===== src/hdl/vdp_pkg.sv =====
// VDP core shared definitions
// Widths, CPU port codes, register numbers and beam constants
// used across the register, VRAM, interrupt and colour blocks

package vdp_pkg;

  // --------------------
  // Widths
  // --------------------
  typedef logic [7:0]  byte_t;
  typedef logic [13:0] vram_addr_t;
  typedef logic [4:0]  reg_num_t;
  typedef logic [3:0]  pal_idx_t;
  // Red [8:6], green [5:3], blue [2:0]
  typedef logic [8:0]  pal_rgb_t;
  typedef logic [9:0]  beam_t;
  typedef logic [1:0]  dot_state_t;
  typedef logic [7:0]  rgb_chan_t;

  // CPU access sequencing
  typedef enum logic [1:0] {
    CPU_IDLE,
    CPU_WAIT_SLOT,
    CPU_READ_DATA,
    CPU_DONE
  } cpu_state_t;

  // --------------------
  // CPU port codes
  // --------------------
  localparam logic [1:0] PORT_DATA = 2'd0;
  localparam logic [1:0] PORT_CTRL = 2'd1;
  localparam logic [1:0] PORT_PAL  = 2'd2;

  // Register numbers
  localparam reg_num_t REG_MODE0      = 5'd0;
  localparam reg_num_t REG_MODE1      = 5'd1;
  localparam reg_num_t REG_BACKDROP   = 5'd7;
  localparam reg_num_t REG_STATUS_SEL = 5'd15;
  localparam reg_num_t REG_PAL_PTR    = 5'd16;
  localparam reg_num_t REG_LINE_INT   = 5'd19;
  localparam int       NUM_REGS       = 24;

  // Beam and access timing
  localparam beam_t      VBLANK_LINE = 10'd424;
  localparam dot_state_t CPU_SLOT    = 2'd1;

endpackage

===== src/hdl/vdp_top.sv =====
// VDP core top level
// CPU register port, VRAM scheduler, interrupt flags and
// backdrop colour output; beam position comes from outside

`timescale 1ns/1ps

module vdp_top
  import vdp_pkg::*;
(
  input  logic       RESET,
  input  logic       CLK21M,
  input  logic       req,
  input  logic       wrt,
  input  logic [1:0] mode,
  input  byte_t      dbo,
  input  byte_t      vram_din,
  input  beam_t      cx,
  input  beam_t      cy,
  input  logic       scanlin,
  output logic       ack,
  output byte_t      dbi,
  output logic       int_n,
  output vram_addr_t vram_adr,
  output logic       vram_we_n,
  output byte_t      vram_dout,
  output rgb_chan_t  red,
  output rgb_chan_t  green,
  output rgb_chan_t  blue
);

  // Register block to VRAM scheduler
  logic       vram_req, vram_wr, vram_done;
  vram_addr_t vram_addr;
  byte_t      vram_wdata, vram_rdata;

  // Interrupt control
  logic       vblank_flag, line_flag, clr_vblank, clr_line;
  logic       vblank_int_en, line_int_en;
  byte_t      line_int_num;

  // Palette and backdrop
  pal_idx_t   backdrop, pal_idx;
  logic       pal_we;
  pal_rgb_t   pal_data;

  vdp_register u_register (
    .RESET(RESET), .CLK21M(CLK21M),
    .req(req), .wrt(wrt), .mode(mode), .dbo(dbo),
    .vram_rdata(vram_rdata), .vram_done(vram_done),
    .vblank_flag(vblank_flag), .line_flag(line_flag),
    .ack(ack), .dbi(dbi),
    .vram_req(vram_req), .vram_wr(vram_wr),
    .vram_addr(vram_addr), .vram_wdata(vram_wdata),
    .clr_vblank(clr_vblank), .clr_line(clr_line),
    .vblank_int_en(vblank_int_en), .line_int_en(line_int_en),
    .line_int_num(line_int_num), .backdrop(backdrop),
    .pal_we(pal_we), .pal_idx(pal_idx), .pal_data(pal_data)
  );

  vdp_vram_access u_vram_access (
    .RESET(RESET), .CLK21M(CLK21M),
    .vram_req(vram_req), .vram_wr(vram_wr),
    .vram_addr(vram_addr), .vram_wdata(vram_wdata),
    .vram_din(vram_din), .vram_done(vram_done), .vram_rdata(vram_rdata),
    .vram_adr(vram_adr), .vram_we_n(vram_we_n), .vram_dout(vram_dout)
  );

  vdp_interrupt u_interrupt (
    .RESET(RESET), .CLK21M(CLK21M),
    .cx(cx), .cy(cy), .line_int_num(line_int_num),
    .vblank_int_en(vblank_int_en), .line_int_en(line_int_en),
    .clr_vblank(clr_vblank), .clr_line(clr_line),
    .vblank_flag(vblank_flag), .line_flag(line_flag), .int_n(int_n)
  );

  vdp_color_out u_color_out (
    .RESET(RESET), .CLK21M(CLK21M),
    .cy(cy), .scanlin(scanlin), .backdrop(backdrop),
    .pal_we(pal_we), .pal_idx(pal_idx), .pal_data(pal_data),
    .red(red), .green(green), .blue(blue)
  );

endmodule


===== src/hdl/vdp_color_out.sv =====
// VDP colour output
// 16-entry palette RAM, backdrop lookup and 3-to-8 bit expansion
// with optional dimming of odd scanlines, registered RGB out

`timescale 1ns/1ps

module vdp_color_out
  import vdp_pkg::*;
(
  input  logic      RESET,
  input  logic      CLK21M,
  input  beam_t     cy,
  input  logic      scanlin,
  input  pal_idx_t  backdrop,
  input  logic      pal_we,
  input  pal_idx_t  pal_idx,
  input  pal_rgb_t  pal_data,
  output rgb_chan_t red,
  output rgb_chan_t green,
  output rgb_chan_t blue
);

  pal_rgb_t pal_ram [16];
  pal_rgb_t entry;
  logic     dim;

  // Bit repeat, then halve when dimmed
  function automatic rgb_chan_t expand(input logic [2:0] c, input logic half);
    rgb_chan_t full;
    full = {c, c, c[2:1]};
    return half ? {1'b0, full[7:1]} : full;
  endfunction

  assign entry = pal_ram[backdrop];
  assign dim   = scanlin && cy[0];

  // --------------------
  // Palette and output
  // --------------------
  always_ff @(posedge RESET or posedge CLK21M) begin
    if (CLK21M) begin
      for (int i = 0; i < 16; i++) pal_ram[i] <= '0;
      red   <= '0;
      green <= '0;
      blue  <= '0;
    end else begin
      if (pal_we) pal_ram[pal_idx] <= pal_data;
      red   <= expand(entry[8:6], dim);
      green <= expand(entry[5:3], dim);
      blue  <= expand(entry[2:0], dim);
    end
  end

endmodule


===== src/hdl/vdp_interrupt.sv =====
// VDP interrupt flags
// Vertical-blank and line flags set from the beam position,
// cleared by status reads, combined with their enables into int_n

`timescale 1ns/1ps

module vdp_interrupt
  import vdp_pkg::*;
(
  input  logic  RESET,
  input  logic  CLK21M,
  input  beam_t cx,
  input  beam_t cy,
  input  byte_t line_int_num,
  input  logic  vblank_int_en,
  input  logic  line_int_en,
  input  logic  clr_vblank,
  input  logic  clr_line,
  output logic  vblank_flag,
  output logic  line_flag,
  output logic  int_n
);

  logic vblank_hit;
  logic line_hit;

  // Line register counts in half-lines of CY
  assign vblank_hit = (cy == VBLANK_LINE) && (cx == '0);
  assign line_hit   = (cy[9:1] == {1'b0, line_int_num}) && (cx == '0);

  always_ff @(posedge RESET or posedge CLK21M) begin
    if (CLK21M) begin
      vblank_flag <= 1'b0;
      line_flag   <= 1'b0;
    end else begin
      // Clear wins over a set in the same cycle
      if (clr_vblank) vblank_flag <= 1'b0;
      else if (vblank_hit) vblank_flag <= 1'b1;
      if (clr_line) line_flag <= 1'b0;
      else if (line_hit) line_flag <= 1'b1;
    end
  end

  assign int_n = !((vblank_flag && vblank_int_en) || (line_flag && line_int_en));

endmodule


===== src/hdl/vdp_vram_access.sv =====
// VDP VRAM access scheduler
// Free-running dot-state counter with one CPU slot per four dots;
// a pending CPU request is put on the VRAM bus only in that slot

`timescale 1ns/1ps

module vdp_vram_access
  import vdp_pkg::*;
(
  input  logic       RESET,
  input  logic       CLK21M,
  input  logic       vram_req,
  input  logic       vram_wr,
  input  vram_addr_t vram_addr,
  input  byte_t      vram_wdata,
  input  byte_t      vram_din,
  output logic       vram_done,
  output byte_t      vram_rdata,
  output vram_addr_t vram_adr,
  output logic       vram_we_n,
  output byte_t      vram_dout
);

  dot_state_t dot_state;
  logic       rd_pend;
  logic       slot_hit;

  // --------------------
  // Slot decode
  // --------------------
  // A served request is dropped before the slot comes round again
  assign slot_hit = vram_req && (dot_state == CPU_SLOT);

  // Address and data sit on the bus, the strobe only in the slot
  assign vram_adr  = vram_addr;
  assign vram_dout = vram_wdata;
  assign vram_we_n = !(slot_hit && vram_wr);

  // --------------------
  // Dot counter and completion
  // --------------------
  always_ff @(posedge RESET or posedge CLK21M) begin
    if (CLK21M) begin
      dot_state <= '0;
      rd_pend   <= 1'b0;
      vram_done <= 1'b0;
    end else begin
      dot_state <= dot_state + 1'b1;
      // Write completes in the slot, read one cycle later
      rd_pend   <= slot_hit && !vram_wr;
      vram_done <= (slot_hit && vram_wr) || rd_pend;
    end
  end

  // VRAM returns data one cycle after the address
  always_ff @(posedge RESET) begin
    if (rd_pend) vram_rdata <= vram_din;
  end

endmodule


===== src/hdl/vdp_register.sv =====
// VDP CPU interface and control registers
// Decodes the four CPU ports, runs the two-byte control sequence,
// forwards data-port accesses to the VRAM scheduler and feeds the palette

`timescale 1ns/1ps

module vdp_register
  import vdp_pkg::*;
(
  input  logic       RESET,
  input  logic       CLK21M,
  input  logic       req,
  input  logic       wrt,
  input  logic [1:0] mode,
  input  byte_t      dbo,
  input  byte_t      vram_rdata,
  input  logic       vram_done,
  input  logic       vblank_flag,
  input  logic       line_flag,
  output logic       ack,
  output byte_t      dbi,
  output logic       vram_req,
  output logic       vram_wr,
  output vram_addr_t vram_addr,
  output byte_t      vram_wdata,
  output logic       clr_vblank,
  output logic       clr_line,
  output logic       vblank_int_en,
  output logic       line_int_en,
  output byte_t      line_int_num,
  output pal_idx_t   backdrop,
  output logic       pal_we,
  output pal_idx_t   pal_idx,
  output pal_rgb_t   pal_data
);

  cpu_state_t state;
  byte_t      regs [NUM_REGS];
  byte_t      ctrl_latch;
  logic       ctrl_first;
  byte_t      pal_rb;
  logic       pal_first;
  pal_idx_t   pal_ptr;
  byte_t      status;
  reg_num_t   wr_num;
  logic       start, data_acc, ctrl_wr, ctrl_rd, pal_wr, reg_wr, addr_set;

  // --------------------
  // Port decode
  // --------------------
  assign start    = (state == CPU_IDLE) && req;
  assign data_acc = start && (mode == PORT_DATA);
  assign ctrl_wr  = start && (mode == PORT_CTRL) && wrt;
  assign ctrl_rd  = start && (mode == PORT_CTRL) && !wrt;
  assign pal_wr   = start && (mode == PORT_PAL) && wrt;
  // Second control byte 10 writes a register and 01 sets the VRAM address
  assign wr_num   = dbo[4:0];
  assign reg_wr   = ctrl_wr && ctrl_first && (dbo[7:6] == 2'b10);
  assign addr_set = ctrl_wr && ctrl_first && (dbo[7:6] == 2'b01);

  assign vblank_int_en = regs[REG_MODE1][5];
  assign line_int_en   = regs[REG_MODE0][4];
  assign line_int_num  = regs[REG_LINE_INT];
  assign backdrop      = regs[REG_BACKDROP][3:0];

  always_comb begin
    case (regs[REG_STATUS_SEL])
      8'd0:    status = {vblank_flag, 7'b0};
      8'd1:    status = {7'b0, line_flag};
      default: status = '0;
    endcase
  end

  // --------------------
  // Access FSM
  // --------------------
  always_ff @(posedge RESET or posedge CLK21M) begin
    if (CLK21M) begin
      state      <= CPU_IDLE;
      ack        <= 1'b0;
      dbi        <= '0;
      vram_req   <= 1'b0;
      vram_wr    <= 1'b0;
      clr_vblank <= 1'b0;
      clr_line   <= 1'b0;
    end else begin
      ack        <= 1'b0;
      clr_vblank <= ctrl_rd && (regs[REG_STATUS_SEL] == 8'd0);
      clr_line   <= ctrl_rd && (regs[REG_STATUS_SEL] == 8'd1);
      case (state)
        CPU_IDLE: begin
          if (data_acc) begin
            vram_req <= 1'b1;
            vram_wr  <= wrt;
            state    <= wrt ? CPU_WAIT_SLOT : CPU_READ_DATA;
          end else if (start) begin
            // Register and palette ports answer at once
            ack   <= 1'b1;
            dbi   <= ctrl_rd ? status : '0;
            state <= CPU_DONE;
          end
        end
        CPU_WAIT_SLOT: begin
          if (vram_done) begin
            vram_req <= 1'b0;
            ack      <= 1'b1;
            state    <= CPU_DONE;
          end
        end
        CPU_READ_DATA: begin
          if (vram_done) begin
            vram_req <= 1'b0;
            ack      <= 1'b1;
            dbi      <= vram_rdata;
            state    <= CPU_DONE;
          end
        end
        // Hold until the CPU drops req
        CPU_DONE: if (!req) state <= CPU_IDLE;
        default:  state <= CPU_IDLE;
      endcase
    end
  end

  always_ff @(posedge RESET) begin
    if (data_acc) vram_wdata <= dbo;
  end

  // --------------------
  // Register file and address counter
  // --------------------
  always_ff @(posedge RESET or posedge CLK21M) begin
    if (CLK21M) begin
      ctrl_first <= 1'b0;
      ctrl_latch <= '0;
      vram_addr  <= '0;
      for (int i = 0; i < NUM_REGS; i++) regs[i] <= '0;
    end else begin
      // A status read restarts the byte pairing
      if (ctrl_rd) begin
        ctrl_first <= 1'b0;
      end else if (ctrl_wr) begin
        ctrl_first <= !ctrl_first;
        if (!ctrl_first) ctrl_latch <= dbo;
      end
      if (reg_wr && (wr_num < NUM_REGS)) regs[wr_num] <= ctrl_latch;
      if (addr_set) begin
        vram_addr <= {dbo[5:0], ctrl_latch};
      end else if (vram_done) begin
        vram_addr <= vram_addr + 1'b1;
      end
    end
  end

  // Palette entry built from a red/blue byte and then a green byte
  always_ff @(posedge RESET or posedge CLK21M) begin
    if (CLK21M) begin
      pal_first <= 1'b0;
      pal_rb    <= '0;
      pal_ptr   <= '0;
      pal_we    <= 1'b0;
      pal_idx   <= '0;
      pal_data  <= '0;
    end else begin
      pal_we <= 1'b0;
      if (reg_wr && (wr_num == REG_PAL_PTR)) begin
        pal_ptr   <= ctrl_latch[3:0];
        pal_first <= 1'b0;
      end else if (pal_wr && !pal_first) begin
        pal_rb    <= dbo;
        pal_first <= 1'b1;
      end else if (pal_wr) begin
        pal_we    <= 1'b1;
        pal_idx   <= pal_ptr;
        pal_data  <= {pal_rb[6:4], dbo[2:0], pal_rb[2:0]};
        pal_ptr   <= pal_ptr + 1'b1;
        pal_first <= 1'b0;
      end
    end
  end

endmodule


===== config.mk =====
export PLATFORM = sky130hd
export DESIGN_NAME = vdp_top
export DESIGN_NICKNAME = d
export VERILOG_FILES = /design/src/hdl/vdp_pkg.sv /design/src/hdl/vdp_top.sv /design/src/hdl/vdp_color_out.sv /design/src/hdl/vdp_interrupt.sv /design/src/hdl/vdp_vram_access.sv /design/src/hdl/vdp_register.sv
export SDC_FILE = /design/constraint.sdc
export NUM_CORES = 1
export LEC_CHECK = 0
export ABC_CLOCK_PERIOD_IN_PS = 22900
export BUFFER_PORTS_ARGS = -buffer_cell sky130_fd_sc_hd__buf_2
export CORE_MARGIN = 2
export CORE_UTILIZATION = 30
export DETAILED_ROUTE_END_ITERATION = 10
export PLACE_DENSITY_LB_ADDON = 0.25
export SLEW_MARGIN = 0
export SYNTH_ARGS = -nofsm -noshare
export SYNTH_HDL_FRONTEND = slang
export SYNTH_SLANG_ARGS = --single-unit

===== constraint.sdc =====
create_clock -name RESET -period 22.9 [get_ports RESET]
set_input_delay 2.29 -clock RESET [delete_from_list [all_inputs] [get_ports RESET]]
set_output_delay 2.29 -clock RESET [all_outputs]
set_load 0.02 [all_outputs]

## After elaboration in Yosys (flattened, before gate mapping)

Cells that the tools add are included.

- Output and inout port bits: 57
- Input port bits: 43
- Memory bits (read-only): 0
- Bits in latches: 0
- Register bits: 446
- Memories: 0
- Memory bits (writable): 0

- $add $sub $neg: 3
- Divide/modulo/power cells: 0
- Shift-type cells: 0
- Reductions and logical operators: 54
- Equal/unequal tests: 20
- Bitwise gates (word level): 7
- Multiplexer cells: 48
- Multipliers: 0
- $lt $le $gt $ge: 6

Operators with widths:

| cell | number |
|---|---|
| $bwmux W192 | 1 |
| $bwmux W144 | 1 |
| $mux W8 | 8 |
| $demux W8 S5 | 1 |
| $bmux W9 S4 | 1 |
| $demux W9 S4 | 1 |
| $pmux W8 S2 | 2 |
| $mux W14 | 2 |
| $mux W9 | 3 |
| $logic_and A1 B1 Y1 | 25 |
| $mux W1 | 17 |
| $add A14 B1 Y14 const B | 1 |
| $reduce_bool A2 Y1 | 7 |
| $mux W4 | 3 |
| $reduce_and A3 Y1 | 4 |
| $eq A10 B9 Y1 const B | 1 |
| $ge A5 B5 Y1 const B | 2 |
| $logic_not A10 Y1 | 1 |
| $mux W2 | 5 |
| $ne A2 B1 Y1 const B | 5 |
| $not A4 Y5 | 2 |
| $eq A9 B8 Y1 | 1 |
| $eq A2 B1 Y1 const B | 4 |
| $eq A2 B2 Y1 const B | 4 |
| other kinds (22) | 36 |

## Longest topological paths before layout

Gate-level depths: netlist (run 1).

- Depth in word-level cells: 9
- Mapped depth: 8

## Modules after synthesis

A second synthesis (run 1) with hierarchy kept.

- Cells, all modules: 867
- Area total of the unflattened synthesis: 12090.3 um^2

By module, submodules not included:

| module | cells each | area an instance (um^2) | times used |
|---|---|---|---|
| vdp_color_out | 455 | 7113.1 | 1 |
| vdp_register | 344 | 4201.5 | 1 |
| vdp_vram_access | 42 | 555.5 | 1 |
| vdp_interrupt | 26 | 220.2 | 1 |

## Worst setup path after synthesis (run 1)

No wires, ideal clock.

- Path kind: input-to-reg
- Start point: input req
- End point: register u_register.vram_wr
- Path buffers: 0
- Arrival: 3882 ps
- Slack: 18893 ps
- Cell stages on the path: 2
- Required time: 22775 ps
- Cell sequence: nor4bb_1 -> mux2_2

- Word-level cells in the longest chain between the ends: 3

RTL lines:

| what | line | text |
|---|---|---|
| from (decl) | vdp_top.sv:12 | `input logic req,` |
| $logic_and A1 B1 Y1 | vdp_register.sv:51 | `assign start = (state == CPU_IDLE) && req;` |
| $logic_and A1 B1 Y1 | vdp_register.sv:52 | `assign data_acc = start && (mode == PORT_DATA);` |
| $reduce_and A2 Y1 (no line) | -- |  |
| to (signal assigned) | vdp_register.sv:94 | `vram_wr <= wrt;` |
| to (decl) | vdp_register.sv:23 | `output logic vram_wr,` |

Every way passes these cells.
A chain may end at the register's enable or synchronous reset.

## Final worst setup path (run 1)

- Start point: input mode[1]
- End point: register u_register.pal_ptr[2]

- Word-level cells in the longest chain between the ends: 8

RTL lines:

| what | line | text |
|---|---|---|
| from (decl) | vdp_top.sv:14 | `input logic [1:0] mode,` |
| $eq A2 B1 Y1 | vdp_register.sv:53 | `assign ctrl_wr = start && (mode == PORT_CTRL) && wrt;` |
| $logic_and A1 B1 Y1 (2 in series) | vdp_register.sv:53 |  |
| $logic_and A1 B1 Y1 (2 in series) | vdp_register.sv:58 | `assign reg_wr = ctrl_wr && ctrl_first && (dbo[7:6] == 2'b10);` |
| $logic_and A1 B1 Y1 | vdp_register.sv:166 | `if (reg_wr && (wr_num == REG_PAL_PTR)) begin` |
| $ne A2 B1 Y1 (no line) / $reduce_bool A2 Y1 (equally long branches) | -- |  |
| $reduce_and A2 Y1 (no line) | -- |  |
| to (signal assigned) | vdp_register.sv:167 | `pal_ptr <= ctrl_latch[3:0];` |
| to (signal assigned) | vdp_register.sv:176 | `pal_ptr <= pal_ptr + 1'b1;` |
| to (decl) | vdp_register.sv:43 | `pal_idx_t pal_ptr;` |

Several ways; a longest one is shown, not always the timed one.

==> flow_summary.toml, run 1 <==
[setup_path]
slowest_delay_ns = 0.61
cpMaxStageDelayCell = "nand4_1"
worstSetupPathType = "input port to flip-flop"
rr_worst_depth = 7
cp.arrival_ns = 4.34
cp-start-kind = "input port"
r2r_end = "u_register.pal_ptr[2]"
cp_max_fo = 17
cp_cell_sequence = "buf_2 > nor2b_1 > nand4_1 > inv_1 > a31oi_1 > a221o_1"
crit_required_ns = 23.34
worstReg2RegStart = "u_register.state[0]"
rrSetupSlack_ns = 20.05
crit_path_end_kind = "flip-flop"

[logic_synthesis]
synth_area_leaders = "dfrtp_1 (53%), mux2_2 (19%), mux4_2 (4.6%)"
synth_edf_count = 16
synth_cell_types = 52
synthXorXnorAreaFrac_pct = 1.49
synth-adder-area-share_pct = 0.854
yosys.area.top_type = "dfrtp_1"
synthMuxAreaShare_pct = 26.4
netlist_instances = 851
yosysSeqAreaShare_pct = 56.8
yosysTopAreaCellShare_pct = 52.7
synth_flop_cell = "dfrtp_1"
syn_area_per_cell_um2 = 13.8
yosys_warnings = 0
async_flop_share_pct = 93.9
yosys-top-cells-count = "dfrtp_1 (247), mux2_2 (195), nand2_1 (84)"
synthSimpleGateAreaFrac_pct = 8.06
ys_seq_elements = 263
syn_nets = 902
synthesis.area_um2 = 11700
synthMostInstantiatedCell = "dfrtp_1"
synth_compound_area_share_pct = 3.69
synth_top_family_by_area = "multiplexers"

[power_and_ir_drop]
ir_drop_mv = 0.0662
p_leak_uw = 0.00654
powerDensity_nw_per_um2 = 93.0

[sta]
rsz0062_at_grt = "no"
timing.setup.tns_ns = 0
tightest_slew_ns = 1.18
hold_viol_final = 0
layout_min_cycle_time_ns = 3.89
max_freq_ghz = 0.257
slew_violations = 0
fin_skew_ns = 0.00655
period_share_pct = 17.0
worst_slack_ns = 19.01
timing.slew.headroom_pct = 21.1
finalSetupViolCount = 0

[run]
drv_cap = 0

[drt]
routedWlPerCell_um = 18.5
drt_iter0_drc = 306
wl_mm = 27.4
ant_nets = 0
dr.pass1.iters = 6
vias = 7064
vias_per_cell = 4.77
drc_errors = 0

[die]
ios = 100
die_w_um = 202
die_area_um2 = 40700
start_util_pct = 30.3
core_um2 = 38600
fp-row-count = 72
die_y_um = 202

[clock_network]
cts_resized = 0
ctsHoldBuffers = 0
cts_buffers = 30
root_buffer = "clkbuf_16"
cts_tree = "yes"
cts_num_sinks = 263
cts_setup_buffers = 0
clk_path_buf_depth = 3
cts_max_level = 1
cts.clk_slew.worst_paths_ns = 0.06
insertion_delay_ns = 0.56

[layout]
fin_util_pct = 35.7
drive_above_1_share_pct = 39.8
final_net_count = 990
syn_to_final_growth_pct = 17.6

[grt]
gr-total-overflow = 0
grt_max_degree = 117
grt.total_usage_pct = 13.7
antenna_found_initial = 2
grt_pass1_wl_mm = 43.6
grt_pass1_vias = 7404

[place]
gp_congestion = 0.758
dpl_worst_slack_ns = 18.42
numPortBuffers = 99
dp_hpwl_mm = 17.7

[hold_path]
min_to = "u_interrupt.vblank_flag"
holdPathStages = 1
hold_path.startpoint = "u_register.clr_vblank"
min_path_type = "flip-flop to flip-flop"

[run_status]
status = "complete, no violations"
logic make-up (layout without fill, tap and decap cells):
kind of cell             Yosys count  in the layout
AND/OR/NAND/NOR                  192            192
buffers and inverters             64            175
multiplexers                     236            236
XOR/XNOR                          20             20
adder cells (fa/ha/maj)            8              8
other                              0              1
AO/OA/AOI/OAI                     68             68
flip-flops                       263            263
layout make-up:
| class | instances | area (µm²) |
|---|---|---|
| Clock inverter | 10 | 178 |
| Sequential cell | 263 | 6660 |
| Multi-Input combinational cell | 524 | 4770 |
| Inverter | 15 | 63.8 |
| Clock buffer | 45 | 920 |
| Tap cell | 518 | 648 |
| Fill cell | 3773 | 24900 |
| Antenna cell | 1 | 2.50 |
| Timing Repair Buffer | 105 | 541 |
per-layer routing:
layer	global-route usage, %	part of all wire, %	routed length (µm)
met5	0	0.047	13
met4	3.20	2.2	607
met3	2.79	4.1	1130
met2	22.5	47	12900
met1	18.6	47	12700
power by group:
| part | switching (µW) | leakage, µW | internal [µW] |
|---|---|---|---|
| logic | 105 | 0.00251 | 69.2 |
| clock network | 193 | 0.000538 | 332 |
| registers | 70.0 | 0.00349 | 513 |
sequential cells by signal, indices dropped and copies added (netlist names), 2 cells and up:
name and count:
u_color_out.blue 4, u_color_out.green 4, u_color_out.pal_ram 144, u_color_out.red 4, u_register.backdrop 4, u_register.ctrl_latch 8
u_register.dbi 8, u_register.line_int_num 8, u_register.pal_data 9, u_register.pal_idx 4, u_register.pal_ptr 4, u_register.pal_rb 6
u_register.regs 8, u_register.state 2, u_register.vram_addr 14, u_register.vram_wdata 8, u_vram_access.dot_state 2, u_vram_access.vram_rdata 8
worst max path at each step:
| stage | slack [ns] | start | depth (start not counted) | endpoint |
|---|---|---|---|---|
| 2_1_floorplan | 13.82 | CLK21M | 1 | u_color_out.blue[4] |
| 3_5_place_dp | 18.42 | mode[1] | 6 | u_register.pal_ptr[2] |
| 6_report | 19.01 | mode[1] | 6 | u_register.pal_ptr[2] |
| 3_3_place_gp | 18.49 | mode[1] | 6 | u_register.pal_ptr[2] |
| 4_1_cts | 19.02 | mode[1] | 6 | u_register.pal_ptr[2] |
| 5_1_grt | 18.72 | mode[1] | 6 | u_register.pal_ptr[0] |
through the flow:
step | instance area, µm² | hold WS [ns] | total power, µW | cells
after floorplan | 11700 | 0.378 | 691 | 851
after global placement | 12700 | 0.382 | 768 | 1425
after detailed placement | 12700 | 0.383 | 769 | 1425
after CTS | 13800 | 0.390 | 1300 | 1480
after global routing | 13800 | 0.403 | 1350 | 1480
final | 13800 | 0.389 | 1280 | 1481
layout by cell type, fill, tap and decap left out, drive strengths merged, types with 4 or more instances in the layout:
cell and n:
nand3 10, a21oi 8, nor2b 5, edfxtp 16, dfrtp 247, buf 105
xor2 14, nor4 8, xnor2 6, inv 15, nand4 6, nand2 84
and3 4, a211o 4, clkbuf 45, o22ai 11, ha 8, nand2b 10
mux4 36, nor3 7, o21ai 25, mux2i 5, bufinv 5, clkinv 4
or4 4, nor2 32, mux2 195, and2 4
critical path, delay by kind of cell:
family                 cells  cell delay (ns)
buffers and inverters      2             0.73
AOI/OAI and AO/OA          2             0.51
and+or+nand+nor            2             0.79
(Power assumes the default switching activity.)
==> inputs of run 2 (changes only) <==
ABC_CLOCK_PERIOD_IN_PS = 3700   (was 22900)
clock period = 3.7 ns   (was 22.9 ns; I/O delays follow)
==> flow_summary.toml, run 2 (synthesis gave the netlist of run 1 again) <==
[setup_path]
slowest_delay_ns = 0.43
rr_worst_depth = 6
cp_cell_sequence = "inv_1 > ha_1 > nand4b_2 > nor3_2 > nand4_1 > mux2_2"
worstReg2RegStart = "u_register.state[0]"
rrSetupSlack_ns = 1.23
cpMaxStageDelayCell = "nand4_1"
worstSetupStartpoint = "u_register.state[0]"
crit_required_ns = 4.14
cp_max_fo = 8
crit_end = "u_register.line_int_num[6]"
worstSetupPathType = "flip-flop to flip-flop"
cp.arrival_ns = 2.91
crit_path_end_kind = "flip-flop"
r2r_end = "u_register.line_int_num[6]"
cp-start-kind = "flip-flop"

[sta]
finalSetupViolCount = 0
worst_slack_ns = 1.23
layout_min_cycle_time_ns = 2.47
tightest_slew_ns = 1.11
hold_viol_final = 0
timing.setup.tns_ns = 0
slew_violations = 0
fin_skew_ns = 0.0227
max_freq_ghz = 0.405
period_share_pct = 66.8
timing.slew.headroom_pct = 25.8
rsz0062_at_grt = "no"

[die]
ios = 100
die_y_um = 202
core_um2 = 38600
fp-row-count = 72
die_area_um2 = 40700
start_util_pct = 30.3
die_w_um = 202

[layout]
fin_area_um2 = 13800
syn_to_final_growth_pct = 17.8
largest_register = "u_color_out.pal_ram"
final_common_cell = "dfrtp_1"
layout_common_cells = "dfrtp_1 (245), mux2_2 (195), buf_2 (99), nand2_1 (84), nor2_1 (32)"
final_net_count = 1005
top_regs = "u_color_out.pal_ram (144), u_register.vram_addr (14), u_register.pal_data (9)"
largest_register_ffs = 144
drive_above_1_share_pct = 39.8

[grt]
grt_pass1_wl_mm = 43.8
antenna_found_initial = 2
grt_max_degree = 81
gr-total-overflow = 0
grt_pass1_vias = 7327
grt.total_usage_pct = 13.7

[drt]
dr.pass1.iters = 4
drc_errors = 0
ant_nets = 0
vias = 7122
vias_per_cell = 4.76
wl_mm = 27.5
routedWlPerCell_um = 18.4
drt_iter0_drc = 369

[place]
placed_cell_area_um2 = 12800
dp_hpwl_mm = 18.3
numPortBuffers = 99
dpl_worst_slack_ns = 1.25
gp_congestion = 0.807

[clock_network]
insertion_delay_ns = 0.58
cts_buffers = 30
cts_num_sinks = 263
clk_path_buf_depth = 3
cts_max_level = 1
cts.clk_slew.worst_paths_ns = 0.06
cts_tree = "yes"
cts_resized = 0
cts_setup_buffers = 0
root_buffer = "clkbuf_16"

[hold_path]
min_path_type = "input port to flip-flop"

[power_and_ir_drop]
ir_drop_mv = 0.453
powerDensity_nw_per_um2 = 549
p_leak_uw = 0.00655

[run]
drv_cap = 0

[run_status]
status = "complete, no violations"
==> run 2: critical path: cells and delay by family (launching register included) <==
family / cells / cell delay (ns)
buffers and inverters: 1 / 0.12
AND/OR/NAND/NOR: 3 / 1.15
adder cells (fa/ha/maj): 1 / 0.27
multiplexers: 1 / 0.42
flip-flops: 1 / 0.41
==> run 2: what timing repair did <==
item,CTS,global route
hold buffers,9,0
endpoints found under the hold margin,18,0
endpoints found under the setup margin,0,0
==> run 2: through the flow <==
stage | util, % | hold slack, ns | power [µW] | cells
after floorplan | - | 0.378 | 4280 | 851
after global placement | 33.0 | 0.384 | 4750 | 1431
after detailed placement | 33.0 | 0.380 | 4760 | 1431
final | 35.7 | 0.0877 | 7580 | 1497
after CTS | 35.7 | 0.0517 | 7700 | 1496
after global routing | 35.7 | 0.0742 | 7980 | 1496
==> run 2: worst min-delay path by stage <==
stage | depth (start not counted) | start | end | slack (ns)
after global placement | 2 | CLK21M | u_color_out.pal_ram[94] | 0.38
final | 1 | dbo[5] | u_register.vram_wdata[5] | 0.09
after floorplan | 1 | u_register.clr_line | u_interrupt.line_flag | 0.38
after CTS | 1 | dbo[5] | u_register.vram_wdata[5] | 0.05
after detailed placement | 2 | CLK21M | u_color_out.pal_ram[139] | 0.38
after global routing | 1 | dbo[5] | u_register.vram_wdata[5] | 0.07
==> run 2: final cells by class <==
type | instances | area [µm²]
Clock inverter | 16 | 128
Fill cell | 3739 | 24800
Antenna cell | 1 | 2.50
Inverter | 15 | 60.1
Sequential cell | 263 | 6660
Timing Repair Buffer | 120 | 701
Clock buffer | 40 | 838
Tap cell | 518 | 648
Multi-Input combinational cell | 524 | 4770
==> run 2: where the power goes <==
| group | switching (µW) | leakage, µW | internal, µW |
|---|---|---|---|
| sequential | 420 | 0.00349 | 3180 |
| combinational | 662 | 0.00258 | 439 |
| clock | 1210 | 0.000482 | 1660 |
==> run 2: metal layers <==
layer	track usage (%)	wire length, µm	share of wire (%)	up-vias
met5	0	13	0.047	-
met4	3.07	570	2.1	2
met3	2.64	1340	4.9	42
met2	21.9	12600	46	155
met1	19.4	12900	47	3620
li1	-	-	-	3303
